==> config.mk <==
export PLATFORM = sky130hd
export DESIGN_NAME = exec_core
export DESIGN_NICKNAME = d
export VERILOG_FILES = /design/src/proc_isa_pkg.sv /design/src/proc_exec_pkg.sv /design/src/alu_op_if.sv /design/src/instr_decoder.sv /design/src/reg_file.sv /design/src/alu_gate.sv /design/src/alu_arith.sv /design/src/exec_writeback.sv /design/src/exec_core.sv
export VERILOG_INCLUDE_DIRS = /design/src /design/src/src
export SDC_FILE = /design/constraint.sdc
export NUM_CORES = 1
export LEC_CHECK = 0
export BUFFER_PORTS_ARGS = -buffer_cell sky130_fd_sc_hd__buf_4
export CAP_MARGIN = 20
export CORE_MARGIN = 2
export CORE_UTILIZATION = 57
export DETAILED_ROUTE_END_ITERATION = 7
export MAX_ROUTING_LAYER = met4
export PLACE_DENSITY = 0.89
export SLEW_MARGIN = 20
export SYNTH_ARGS = -nofsm -noshare
export SYNTH_HDL_FRONTEND = slang
export SYNTH_SLANG_ARGS = --single-unit
==> constraint.sdc <==
create_clock -name clk_i -period 5.9 [get_ports clk_i]
set_input_delay 1.475 -clock clk_i [delete_from_list [all_inputs] [get_ports clk_i]]
set_output_delay 1.475 -clock clk_i [all_outputs]
set_load 0.02 [all_outputs]
==> src/proc_defs.svh <==
//////////////////////////////////////////////////
// Width and field macros for the execute slice
// Include wherever a width or field position is needed
//////////////////////////////////////////////////
`ifndef PROC_DEFS_SVH
`define PROC_DEFS_SVH

`define PROC_DATA_WIDTH     16  // Register and result width
`define PROC_NUM_REGS       8   // Register file depth
`define PROC_INSTR_WIDTH    16  // One instruction word
`define PROC_REG_IDX_WIDTH  3   // log2 of register count
`define PROC_OPC_WIDTH      4
`define PROC_SHAMT_WIDTH    4   // Shift amount from rs2 low bits
`define PROC_IMM_WIDTH      9

// Instruction field positions
`define PROC_OPC_MSB  15
`define PROC_OPC_LSB  12
`define PROC_RD_MSB   11
`define PROC_RD_LSB   9
`define PROC_RS1_MSB  8
`define PROC_RS1_LSB  6
`define PROC_RS2_MSB  5
`define PROC_RS2_LSB  3
`define PROC_IMM_MSB  8   // imm9 overlaps rs1 and rs2
`define PROC_IMM_LSB  0

`endif

==> src/proc_isa_pkg.sv <==
//////////////////////////////////////////////////
// Instruction-set types shared by decoder and units
// Opcode encodings and the register index type
//////////////////////////////////////////////////
`default_nettype none

`include "proc_defs.svh"

package proc_isa_pkg;

  //////////////////////////////////////////////////
  // Opcodes
  //////////////////////////////////////////////////
  // Four-bit field, codes 10..15 left unassigned
  typedef enum logic [`PROC_OPC_WIDTH-1:0] {
    NOP = 4'd0,   // No result written
    AND = 4'd1,
    OR  = 4'd2,
    XOR = 4'd3,
    NOT = 4'd4,   // rs1 only
    ADD = 4'd5,
    SUB = 4'd6,
    SLL = 4'd7,   // Shift by rs2[3:0]
    SRL = 4'd8,
    LDI = 4'd9    // Zero-extended imm9
  } opcode_e;

  //////////////////////////////////////////////////
  // Register index
  //////////////////////////////////////////////////
  typedef logic [`PROC_REG_IDX_WIDTH-1:0] reg_idx_t;

endpackage

`default_nettype wire

==> src/proc_exec_pkg.sv <==
//////////////////////////////////////////////////
// Execution-side types
// Result source select and decoded control word
//////////////////////////////////////////////////
`default_nettype none

`include "proc_defs.svh"

package proc_exec_pkg;
  import proc_isa_pkg::*;

  // Which unit owns the writeback value
  typedef enum logic [1:0] {
    UNIT_NONE  = 2'd0,  // NOP and illegal codes, result zero
    UNIT_GATE  = 2'd1,
    UNIT_ARITH = 2'd2,
    UNIT_IMM   = 2'd3   // LDI
  } unit_sel_e;

  // Decoder to writeback
  typedef struct packed {
    unit_sel_e                   unit_sel;
    reg_idx_t                    rd;       // Destination
    logic                        we;       // Write the register file
    logic                        illegal;  // Opcode 10..15
    logic [`PROC_DATA_WIDTH-1:0] imm;      // Already zero-extended
  } dec_ctrl_t;

endpackage

`default_nettype wire

==> src/alu_op_if.sv <==
//////////////////////////////////////////////////
// Operand and result bundle for one function unit
// Unit side gets operands, sink side reads the result
//////////////////////////////////////////////////
`default_nettype none
`timescale 1ns/1ps

`include "proc_defs.svh"

interface alu_op_if
  import proc_isa_pkg::*;
();

  logic [`PROC_DATA_WIDTH-1:0] operand_a;  // rs1 read data
  logic [`PROC_DATA_WIDTH-1:0] operand_b;  // rs2 read data
  opcode_e                     opcode;     // Straight from the decoder
  logic [`PROC_DATA_WIDTH-1:0] result;

  // Function unit view
  modport unit (
    input  operand_a,
    input  operand_b,
    input  opcode,
    output result
  );

  // Writeback view, result only
  modport sink (
    input  result
  );

endinterface

`default_nettype wire

==> src/instr_decoder.sv <==
//////////////////////////////////////////////////
// Instruction decoder, purely combinational
// Splits the word into fields and builds the control for writeback
//////////////////////////////////////////////////
`default_nettype none
`timescale 1ns/1ps

`include "proc_defs.svh"

module instr_decoder
  import proc_isa_pkg::*;
  import proc_exec_pkg::*;
(
  input  logic [`PROC_INSTR_WIDTH-1:0] instr_i,
  output opcode_e                      opcode_o,  // To both units
  output reg_idx_t                     rs1_o,     // Register file read A
  output reg_idx_t                     rs2_o,     // Register file read B
  output dec_ctrl_t                    ctrl_o
);

  //////////////////////////////////////////////////
  // Field extraction
  //////////////////////////////////////////////////
  logic [`PROC_OPC_WIDTH-1:0] opc_field;
  logic [`PROC_IMM_WIDTH-1:0] imm_field;

  assign opc_field = instr_i[`PROC_OPC_MSB:`PROC_OPC_LSB];
  assign imm_field = instr_i[`PROC_IMM_MSB:`PROC_IMM_LSB];
  assign opcode_o  = opcode_e'(opc_field);  // Illegal codes pass through, units give zero
  assign rs1_o     = instr_i[`PROC_RS1_MSB:`PROC_RS1_LSB];
  assign rs2_o     = instr_i[`PROC_RS2_MSB:`PROC_RS2_LSB];

  //////////////////////////////////////////////////
  // Opcode classification
  //////////////////////////////////////////////////
  always_comb begin
    ctrl_o          = '0;
    ctrl_o.rd       = instr_i[`PROC_RD_MSB:`PROC_RD_LSB];
    ctrl_o.unit_sel = UNIT_NONE;
    case (opcode_o)
      NOP: begin
        ctrl_o.we = 1'b0;  // Legal, but nothing to write
      end
      AND, OR, XOR, NOT: begin
        ctrl_o.unit_sel = UNIT_GATE;
        ctrl_o.we       = 1'b1;
      end
      ADD, SUB, SLL, SRL: begin
        ctrl_o.unit_sel = UNIT_ARITH;
        ctrl_o.we       = 1'b1;
      end
      LDI: begin
        ctrl_o.unit_sel = UNIT_IMM;
        ctrl_o.we       = 1'b1;
        // imm9 zero-extended to data width
        ctrl_o.imm = {{(`PROC_DATA_WIDTH-`PROC_IMM_WIDTH){1'b0}}, imm_field};
      end
      default: begin
        ctrl_o.illegal = 1'b1;  // Codes 10..15, no write
      end
    endcase
  end

endmodule

`default_nettype wire

==> src/reg_file.sv <==
//////////////////////////////////////////////////
// Eight-entry register file
// Two combinational read ports, one write port at the clock edge
//////////////////////////////////////////////////
`default_nettype none
`timescale 1ns/1ps

`include "proc_defs.svh"

module reg_file
  import proc_isa_pkg::*;
(
  input  logic                        clk_i,
  input  logic                        rst_i,
  // Read side
  input  reg_idx_t                    rs1_i,
  input  reg_idx_t                    rs2_i,
  output logic [`PROC_DATA_WIDTH-1:0] rs1_data_o,
  output logic [`PROC_DATA_WIDTH-1:0] rs2_data_o,
  // Write side, driven by writeback
  input  logic                        we_i,
  input  reg_idx_t                    wr_idx_i,
  input  logic [`PROC_DATA_WIDTH-1:0] wr_data_i
);

  //////////////////////////////////////////////////
  // Storage
  //////////////////////////////////////////////////
  // Register 0 is a normal register, not hardwired to zero
  logic [`PROC_DATA_WIDTH-1:0] regs_q [`PROC_NUM_REGS];

  //////////////////////////////////////////////////
  // Write port
  //////////////////////////////////////////////////
  always_ff @(posedge clk_i) begin
    if (rst_i) begin
      for (int i = 0; i < `PROC_NUM_REGS; i++) begin
        regs_q[i] <= '0;  // All registers read zero after reset
      end
    end else if (we_i) begin
      regs_q[wr_idx_i] <= wr_data_i;  // Lands with the instruction's own edge
    end
  end

  //////////////////////////////////////////////////
  // Read ports
  //////////////////////////////////////////////////
  // No bypass; a write is already visible one cycle later
  assign rs1_data_o = regs_q[rs1_i];
  assign rs2_data_o = regs_q[rs2_i];

endmodule

`default_nettype wire

==> src/alu_gate.sv <==
//////////////////////////////////////////////////
// Logic gate unit
// Bitwise AND, OR, XOR and NOT on the register operands
//////////////////////////////////////////////////
`default_nettype none
`timescale 1ns/1ps

`include "proc_defs.svh"

module alu_gate
  import proc_isa_pkg::*;
(
  alu_op_if.unit op
);

  //////////////////////////////////////////////////
  // Bitwise operations
  //////////////////////////////////////////////////
  always_comb begin
    case (op.opcode)
      AND:     op.result = op.operand_a & op.operand_b;
      OR:      op.result = op.operand_a | op.operand_b;
      XOR:     op.result = op.operand_a ^ op.operand_b;
      NOT:     op.result = ~op.operand_a;  // operand_b ignored
      default: op.result = '0;             // Not a gate opcode
    endcase
  end

  //////////////////////////////////////////////////
  // Elaboration check
  //////////////////////////////////////////////////
  // Index fields are sized for a small register file
  initial begin
    if (`PROC_NUM_REGS > 32) begin
      $warning("%m register count %0d exceeds 32", `PROC_NUM_REGS);
    end
  end

endmodule

`default_nettype wire

==> src/alu_arith.sv <==
//////////////////////////////////////////////////
// Arithmetic unit
// Wrapping add and subtract, logical shifts by rs2 low bits
//////////////////////////////////////////////////
`default_nettype none
`timescale 1ns/1ps

`include "proc_defs.svh"

module alu_arith
  import proc_isa_pkg::*;
(
  alu_op_if.unit op
);

  //////////////////////////////////////////////////
  // Operand preparation
  //////////////////////////////////////////////////
  logic [`PROC_SHAMT_WIDTH-1:0] shamt;     // 0..15
  logic [`PROC_DATA_WIDTH-1:0]  sum;
  logic [`PROC_DATA_WIDTH-1:0]  diff;

  assign shamt = op.operand_b[`PROC_SHAMT_WIDTH-1:0];  // Upper rs2 bits ignored

  // Carry and borrow dropped, modulo 2^16
  assign sum  = op.operand_a + op.operand_b;
  assign diff = op.operand_a - op.operand_b;

  //////////////////////////////////////////////////
  // Result select
  //////////////////////////////////////////////////
  always_comb begin
    case (op.opcode)
      ADD: begin
        op.result = sum;
      end
      SUB: begin
        op.result = diff;
      end
      SLL: begin
        op.result = op.operand_a << shamt;  // Zero fill from the right
      end
      SRL: begin
        op.result = op.operand_a >> shamt;  // Logical, no sign copy
      end
      default: begin
        op.result = '0;
      end
    endcase
  end

endmodule

`default_nettype wire

==> src/exec_writeback.sv <==
//////////////////////////////////////////////////
// Writeback stage
// Picks the owning unit's result, writes the register file
// at the sampling edge and registers the top-level outputs
//////////////////////////////////////////////////
`default_nettype none
`timescale 1ns/1ps

`include "proc_defs.svh"

module exec_writeback
  import proc_isa_pkg::*;
  import proc_exec_pkg::*;
(
  input  logic                        clk_i,
  input  logic                        rst_i,
  input  logic                        valid_i,   // Instruction strobe
  input  dec_ctrl_t                   ctrl_i,
  alu_op_if.sink                      gate_res,
  alu_op_if.sink                      arith_res,
  // Register file write port
  output logic                        we_o,
  output reg_idx_t                    wr_idx_o,
  output logic [`PROC_DATA_WIDTH-1:0] wr_data_o,
  // Registered results
  output logic                        result_valid_o,
  output logic [`PROC_DATA_WIDTH-1:0] result_o,
  output reg_idx_t                    rd_o,
  output logic                        zero_o,
  output logic                        illegal_o
);

  logic [`PROC_DATA_WIDTH-1:0] sel_data;

  //////////////////////////////////////////////////
  // Result source
  //////////////////////////////////////////////////
  always_comb begin
    case (ctrl_i.unit_sel)
      UNIT_GATE:  sel_data = gate_res.result;
      UNIT_ARITH: sel_data = arith_res.result;
      UNIT_IMM:   sel_data = ctrl_i.imm;
      default:    sel_data = '0;  // NOP and illegal
    endcase
  end

  // Write at the same edge that samples the instruction
  assign we_o      = valid_i & ctrl_i.we;
  assign wr_idx_o  = ctrl_i.rd;
  assign wr_data_o = sel_data;

  //////////////////////////////////////////////////
  // Output registers
  //////////////////////////////////////////////////
  always_ff @(posedge clk_i) begin
    if (rst_i) begin
      result_valid_o <= 1'b0;
      result_o       <= '0;
      rd_o           <= '0;
      zero_o         <= 1'b0;
      illegal_o      <= 1'b0;
    end else begin
      result_valid_o <= valid_i;                   // One-cycle pulse
      illegal_o      <= valid_i & ctrl_i.illegal;  // Only alongside a valid result
      if (valid_i) begin
        result_o <= sel_data;  // Held between instructions
        rd_o     <= ctrl_i.rd;
        zero_o   <= (sel_data == '0);
      end
    end
  end

endmodule

`default_nettype wire

==> src/exec_core.sv <==
//////////////////////////////////////////////////
// Execute slice top level
// One instruction per instr_valid_i strobe, result one cycle later
//////////////////////////////////////////////////
`default_nettype none
`timescale 1ns/1ps

`include "proc_defs.svh"

module exec_core
  import proc_isa_pkg::*;
  import proc_exec_pkg::*;
(
  input  logic                         clk_i,
  input  logic                         rst_i,
  input  logic                         instr_valid_i,
  input  logic [`PROC_INSTR_WIDTH-1:0] instr_i,
  output logic                         result_valid_o,
  output logic [`PROC_DATA_WIDTH-1:0]  result_o,
  output reg_idx_t                     rd_o,
  output logic                         zero_o,
  output logic                         illegal_o
);

  //////////////////////////////////////////////////
  // Internal wiring
  //////////////////////////////////////////////////
  opcode_e                     dec_opcode;
  reg_idx_t                    rs1_idx;
  reg_idx_t                    rs2_idx;
  dec_ctrl_t                   dec_ctrl;
  logic [`PROC_DATA_WIDTH-1:0] rs1_data;
  logic [`PROC_DATA_WIDTH-1:0] rs2_data;
  logic                        wr_en;
  reg_idx_t                    wr_idx;
  logic [`PROC_DATA_WIDTH-1:0] wr_data;

  alu_op_if gate_if ();
  alu_op_if arith_if ();

  // Both units see the same operands and opcode
  assign gate_if.operand_a  = rs1_data;
  assign gate_if.operand_b  = rs2_data;
  assign gate_if.opcode     = dec_opcode;
  assign arith_if.operand_a = rs1_data;
  assign arith_if.operand_b = rs2_data;
  assign arith_if.opcode    = dec_opcode;

  //////////////////////////////////////////////////
  // Decode and operand read
  //////////////////////////////////////////////////
  instr_decoder instr_decoder_i (
    .instr_i  (instr_i),
    .opcode_o (dec_opcode),
    .rs1_o    (rs1_idx),
    .rs2_o    (rs2_idx),
    .ctrl_o   (dec_ctrl)
  );

  reg_file reg_file_i (
    .clk_i      (clk_i),
    .rst_i      (rst_i),
    .rs1_i      (rs1_idx),
    .rs2_i      (rs2_idx),
    .rs1_data_o (rs1_data),
    .rs2_data_o (rs2_data),
    .we_i       (wr_en),
    .wr_idx_i   (wr_idx),
    .wr_data_i  (wr_data)
  );

  //////////////////////////////////////////////////
  // Function units and writeback
  //////////////////////////////////////////////////
  alu_gate  alu_gate_i  (.op(gate_if.unit));
  alu_arith alu_arith_i (.op(arith_if.unit));

  exec_writeback exec_writeback_i (
    .clk_i          (clk_i),
    .rst_i          (rst_i),
    .valid_i        (instr_valid_i),
    .ctrl_i         (dec_ctrl),
    .gate_res       (gate_if.sink),
    .arith_res      (arith_if.sink),
    .we_o           (wr_en),
    .wr_idx_o       (wr_idx),
    .wr_data_o      (wr_data),
    .result_valid_o (result_valid_o),
    .result_o       (result_o),
    .rd_o           (rd_o),
    .zero_o         (zero_o),
    .illegal_o      (illegal_o)
  );

endmodule

`default_nettype wire

# After elaboration in Yosys (flattened, before gate mapping)
# Memory sizes are Yosys's and may differ from the RTL's.
# Index checks and enable logic that the tools add are counted.
# op_classes
muxes	15
bitwise_logic	6
n_eq_ne	12
add_sub_neg	2
shifts	2
reduce_logical	7
# ops
op	count
$pmux 16 s4	2
$pmux 16 s3	1
$add 16x16->16	1
$and 16x16->16	1
$eq 4x3->1 const B	4
$logic_not 16->1	1
$mux 16	1
$not 16->16	1
$or 16x16->16	1
$reduce_or 16->1	1
$shl 16x4->16	1
$shr 16x4->16	1
$sub 16x16->16	1
$xor 16x16->16	1
$reduce_or 10->1	1
$mux 9	1
$reduce_or 9->1	1
$eq 4x2->1 const B	2
$eq 4x4->1 const B	2
$mux 1	8
$reduce_or 4->1	2
$pmux 2 s3	1
$eq 2x2->1 const B	2
$eq 4x1->1 const B	1
other kinds (4)	5
# totals
out_inout_bits	22
elab_cells	50
mem_count	1
ff_bits	22
ramBits	128
inputBits	19
# mem_list
memory	depth	word_bits	read_ports	rd_ports_with_merged_regs	wr	line_no	rtl
reg_file_i.regs_q	8	16	2	0	8	reg_file.sv:30	logic [`PROC_DATA_WIDTH-1:0] regs_q [`PROC_NUM_REGS];

# Logic depth before layout (Yosys ltp)
# depth
word_depth	9
mapped_depth	25

# Modules after synthesis
# Synthesis repeated with hierarchy kept, for this count alone.
# hier_totals
hier_cells	1074
hier_area_um2	12115.4
# by_module_without_submodules
mod	cells_per_inst	instances	seq_area_each_um2	area_per_inst_um2
reg_file	430	1	3843.7	7000.5
alu_arith	351	1	0.0	2591.2
exec_writeback	125	1	440.4	1217.4
alu_gate	126	1	0.0	1012.2
instr_decoder	42	1	0.0	294.0

# Worst setup path after synthesis
# OpenSTA, ideal clock, no wires.
# synth_timing
kind	input to register
start	in instr_i[3]
end	reg exec_writeback_i.zero_o
path_stages	23
required_ps	5840
arrival_time_ps	6151
slack_ps	-310
path_buffers	6
path_cell_list	buf_6 buf_6 mux2_2 o22a_1 nand2_1 buf_2 buf_2 buf_4 ha_1 a31oi_1 xnor2_1 ha_1 clkbuf_1 and2_1 a311o_1 or3_1 a311oi_1 o211ai_1 nor4b_4 and2_1 and4_1 and4_1 a31o_1
# synth_via
elab_chain_cells	5
word_cells_on_any_way	13
# synth_rtl
element	line_no	rtl
start: declaration	exec_core.sv:17	input logic [`PROC_INSTR_WIDTH-1:0] instr_i,
$mem_v2 8x16	-	
$sub 16x16->16 (tied with other cells)	alu_arith.sv:27	assign diff = op.operand_a - op.operand_b;
$pmux 16 s4 (on tied branches)	alu_arith.sv:33, alu_gate.sv:20	
$pmux 16 s3 *	exec_writeback.sv:39	case (ctrl_i.unit_sel)
$logic_not 16->1 *	exec_writeback.sv:68	zero_o <= (sel_data == '0);
end signal: assignment	exec_writeback.sv:68	
end: declaration	exec_writeback.sv:29	output logic zero_o,
# Every way passes the cells marked *; elsewhere a longest branch is shown, timed or not.
# A chain may end at the register's enable or synchronous reset.

# Worst setup path after layout
# Same ends and word-level chain as after synthesis.

==> metrics.txt <==
Setup crit start kind=input pin; final setup vio count=0; total power=3.30 mW; area grow syn2layout=12.2%; Syn Nets=1157; setup bufs post-CTS=0; CTS Buffer Depth=2; detailed-route via count=10400; DRC=0; Seq cells post-synth=150; Power Density=about 260 mW/mm²; cell with the most instances after synthesis=nor2_1; Finished Layout Cells=1428; Ports=41; wire length per cell=~28 µm; CP required=roughly 6.3 ns; Clock transition at path regs=0.06 ns; dpl ws=0.0109 ns; DP Area=roughly 0.012 mm²; Synth cell types=85; vias in the first global route=approximately 10000; Slew Limit Fails=0; worst hold margin=0.501 ns; Leak Pwr=4.88 nW; RSZ-0062 raised after global routing=false; Setup TNS=0 ns; Die Height=145 µm; GRT Total Usage=38.6%; Max IR drop VDD=roughly 260 µV; max frequency=0.177 GHz; synth cell count leaders=195 x nor2_1, 128 x edfxtp_1, 69 x mux2i_1; DRT iter0 DRCs=around 1700; WP data arrival=6.00 ns; Final #Nets=1221; combinational family with the most area after synthesis=multiplexers; critical path type=input pin to flop; most used flip-flop cell after synthesis=edfxtp_1; final period demand of the worst path=around 5.6 ns; layout cells sized above 1=21.6%; Final Worst Setup Slack=0.260 ns; die area=between 0.02 and 0.025 mm²; Worst Skew=0.00683 ns; period utilization=approximately 96%; Skew-Pair Late Insertion Delay=0.42 ns; Antenna Nets Post-Route=0; cell count after placement=1396; Worst Path Max Fanout=15; Initial Utilization=between 50% and 60%; CP delay by family, top=compound AO/OA/AOI/OAI gates; Cell Chain, Critical Path=buf_4, buf_12, mux4_2, mux2i_2, o21ai_0, nor4_2, a31oi_1, xnor2_1, ha_1, a21o_1, a31oi_1, nand2_1, a41oi_1, o21ai_0, a31oi_1, xnor2_1, a21oi_4, and4_1, a31o_1; area leader, netlist=edfxtp_1; # port buffers=40; diode count=0; Synth Area in Adders=5.81%; worst min-delay path class=flop to flop; synthesized area per cell=10.4 µm²; final hold vios=0; fin util=65.3%; EDFF count, synth=around 130; first-pass GRT wire length=roughly 60000 µm; Num CTS Buffers=17; Post-Route WL=39800 µm; vias per cell=7.26; ranking of synthesized cells by area=edfxtp_1 34%, mux4_2 11%, nor2_1 6.5%; die width=roughly 140 µm; relative slew slack=approximately a quarter; HPWL after DPL=between 20000 and 30000 µm; Max-Cap Viols=0; GRT overflow=0; Synth warnings=0; # H-tree levels=4; xor/xnor share of the synthesized area=1.93%; most used cell, CP=a31oi_1; CP endpoint kind=flop; Synth Instances=1086; Worst Max-Slew Pin Slew=1.15 ns; post-synth top area share=between 30 and 40%; slowest stage delay, CP=0.55 ns; antenna violations before repair=0; row count=slightly above 50; post-synthesis compound-gate area fraction=13.8%; hold buffers post-CTS=0; core region area=0.0195 mm²; simple-gate area share of the yosys netlist=15.6%; largest net degree at the start of global routing=40; CTS root buf=clkbuf_16; Seq/Total Area, Yosys=a little under two fifths; outcome=finished clean; post_cts resized=0; mux share of post-synthesis cell area=between 20% and 30%; clock sink total=150; final instance area=0.0127 mm²; CP max stage cell=mux4_2; Synth Cell Area=0.0113 mm²; fraction of registers with async set/reset=0%; Final GP Congestion=~1.1; critical path buffer and inverter count=2; detailed-router iteration count before antenna repair=6; CTS tree=done
## final timing paths
kind                                               startpoint                            end  slack (ns)  cells past startpoint
worst max-delay path                               instr_i[3]        exec_writeback_i.zero_o        0.26                     19
worst min-delay path            exec_writeback_i.result_o[10]  exec_writeback_i.result_o[10]        0.50                      2
worst min register to register  exec_writeback_i.result_o[10]  exec_writeback_i.result_o[10]        0.50                      2
worst max register to register        reg_file_i.regs_q[0][4]        exec_writeback_i.zero_o        1.25                     17
## kinds of logic (layout without fill, tap and decap cells)
logic type	after synthesis	after routing
fa+ha+maj	52	52
buf+inv	110	187
compound gates	221	221
simple gates	377	377
mux	151	151
flops	150	150
xor+xnor	25	25
## where the power goes
group	total, mW	internal [mW]	switching [mW]
Sequential	1.23	1.20	0.0330
Combinational	1.11	0.415	0.690
Clock	0.968	0.546	0.423
Total	3.30	2.16	1.15
## cells in the final DEF (no fill, tap or decap), types with 13 or more instances in the layout
cell type,Yosys,final
xnor2_1,23,23
edfxtp_1,128,128
a211oi_1,22,22
o22ai_1,13,13
clkbuf_16,0,17
nand3_1,28,28
mux2i_1,69,69
mux4_2,54,54
a22oi_1,17,16
nand2_1,50,49
a21oi_1,38,38
nor2b_1,14,14
nor2_1,195,194
ha_1,51,50
nand2b_1,14,14
buf_4,5,114
dfxtp_1,22,22
o21ai_0,32,32
inv_1,37,37
a31oi_1,17,17
nor3_1,24,24
## layer usage
layer	global-route usage (%)	vias up	wire, µm
met5	-	-	0
met4	23.3	0	3100
met3	8.11	252	5300
met2	59.8	1025	17900
met1	46.7	4847	13500
li1	-	4249	-
## sequential cells by signal, summed over array words and instances, names as in the netlist
signal                           cells
exec_writeback_i.illegal_o           1
exec_writeback_i.rd_o                3
exec_writeback_i.result_o           16
exec_writeback_i.result_valid_o      1
exec_writeback_i.zero_o              1
reg_file_i.regs_q                  128
## worst reg2reg max path, cell delays in order (launching register included)
cell	delay, ns
edfxtp_1	0.46
mux4_2	0.50
mux2i_2	0.24
o211ai_1	0.23
nor4_2	0.40
a31oi_1	0.25
xnor2_1	0.21
ha_1	0.40
a21o_1	0.20
a31oi_1	0.14
nand2_1	0.07
a41oi_1	0.23
o21ai_0	0.15
a31oi_1	0.22
xnor2_1	0.13
a21oi_4	0.36
and4_1	0.25
a31o_1	0.15
## cell type report
class                   count  area, µm²
fillers                  1385       6760
multi-input cells         826       6530
flip-flops and latches    150       4280
repair buffers            115        876
clock buffers              20        447
well taps                 265        332
inverters                  40        153
clock inverters            12       78.8
No activity file was read; power rests on OpenSTA's default activity.
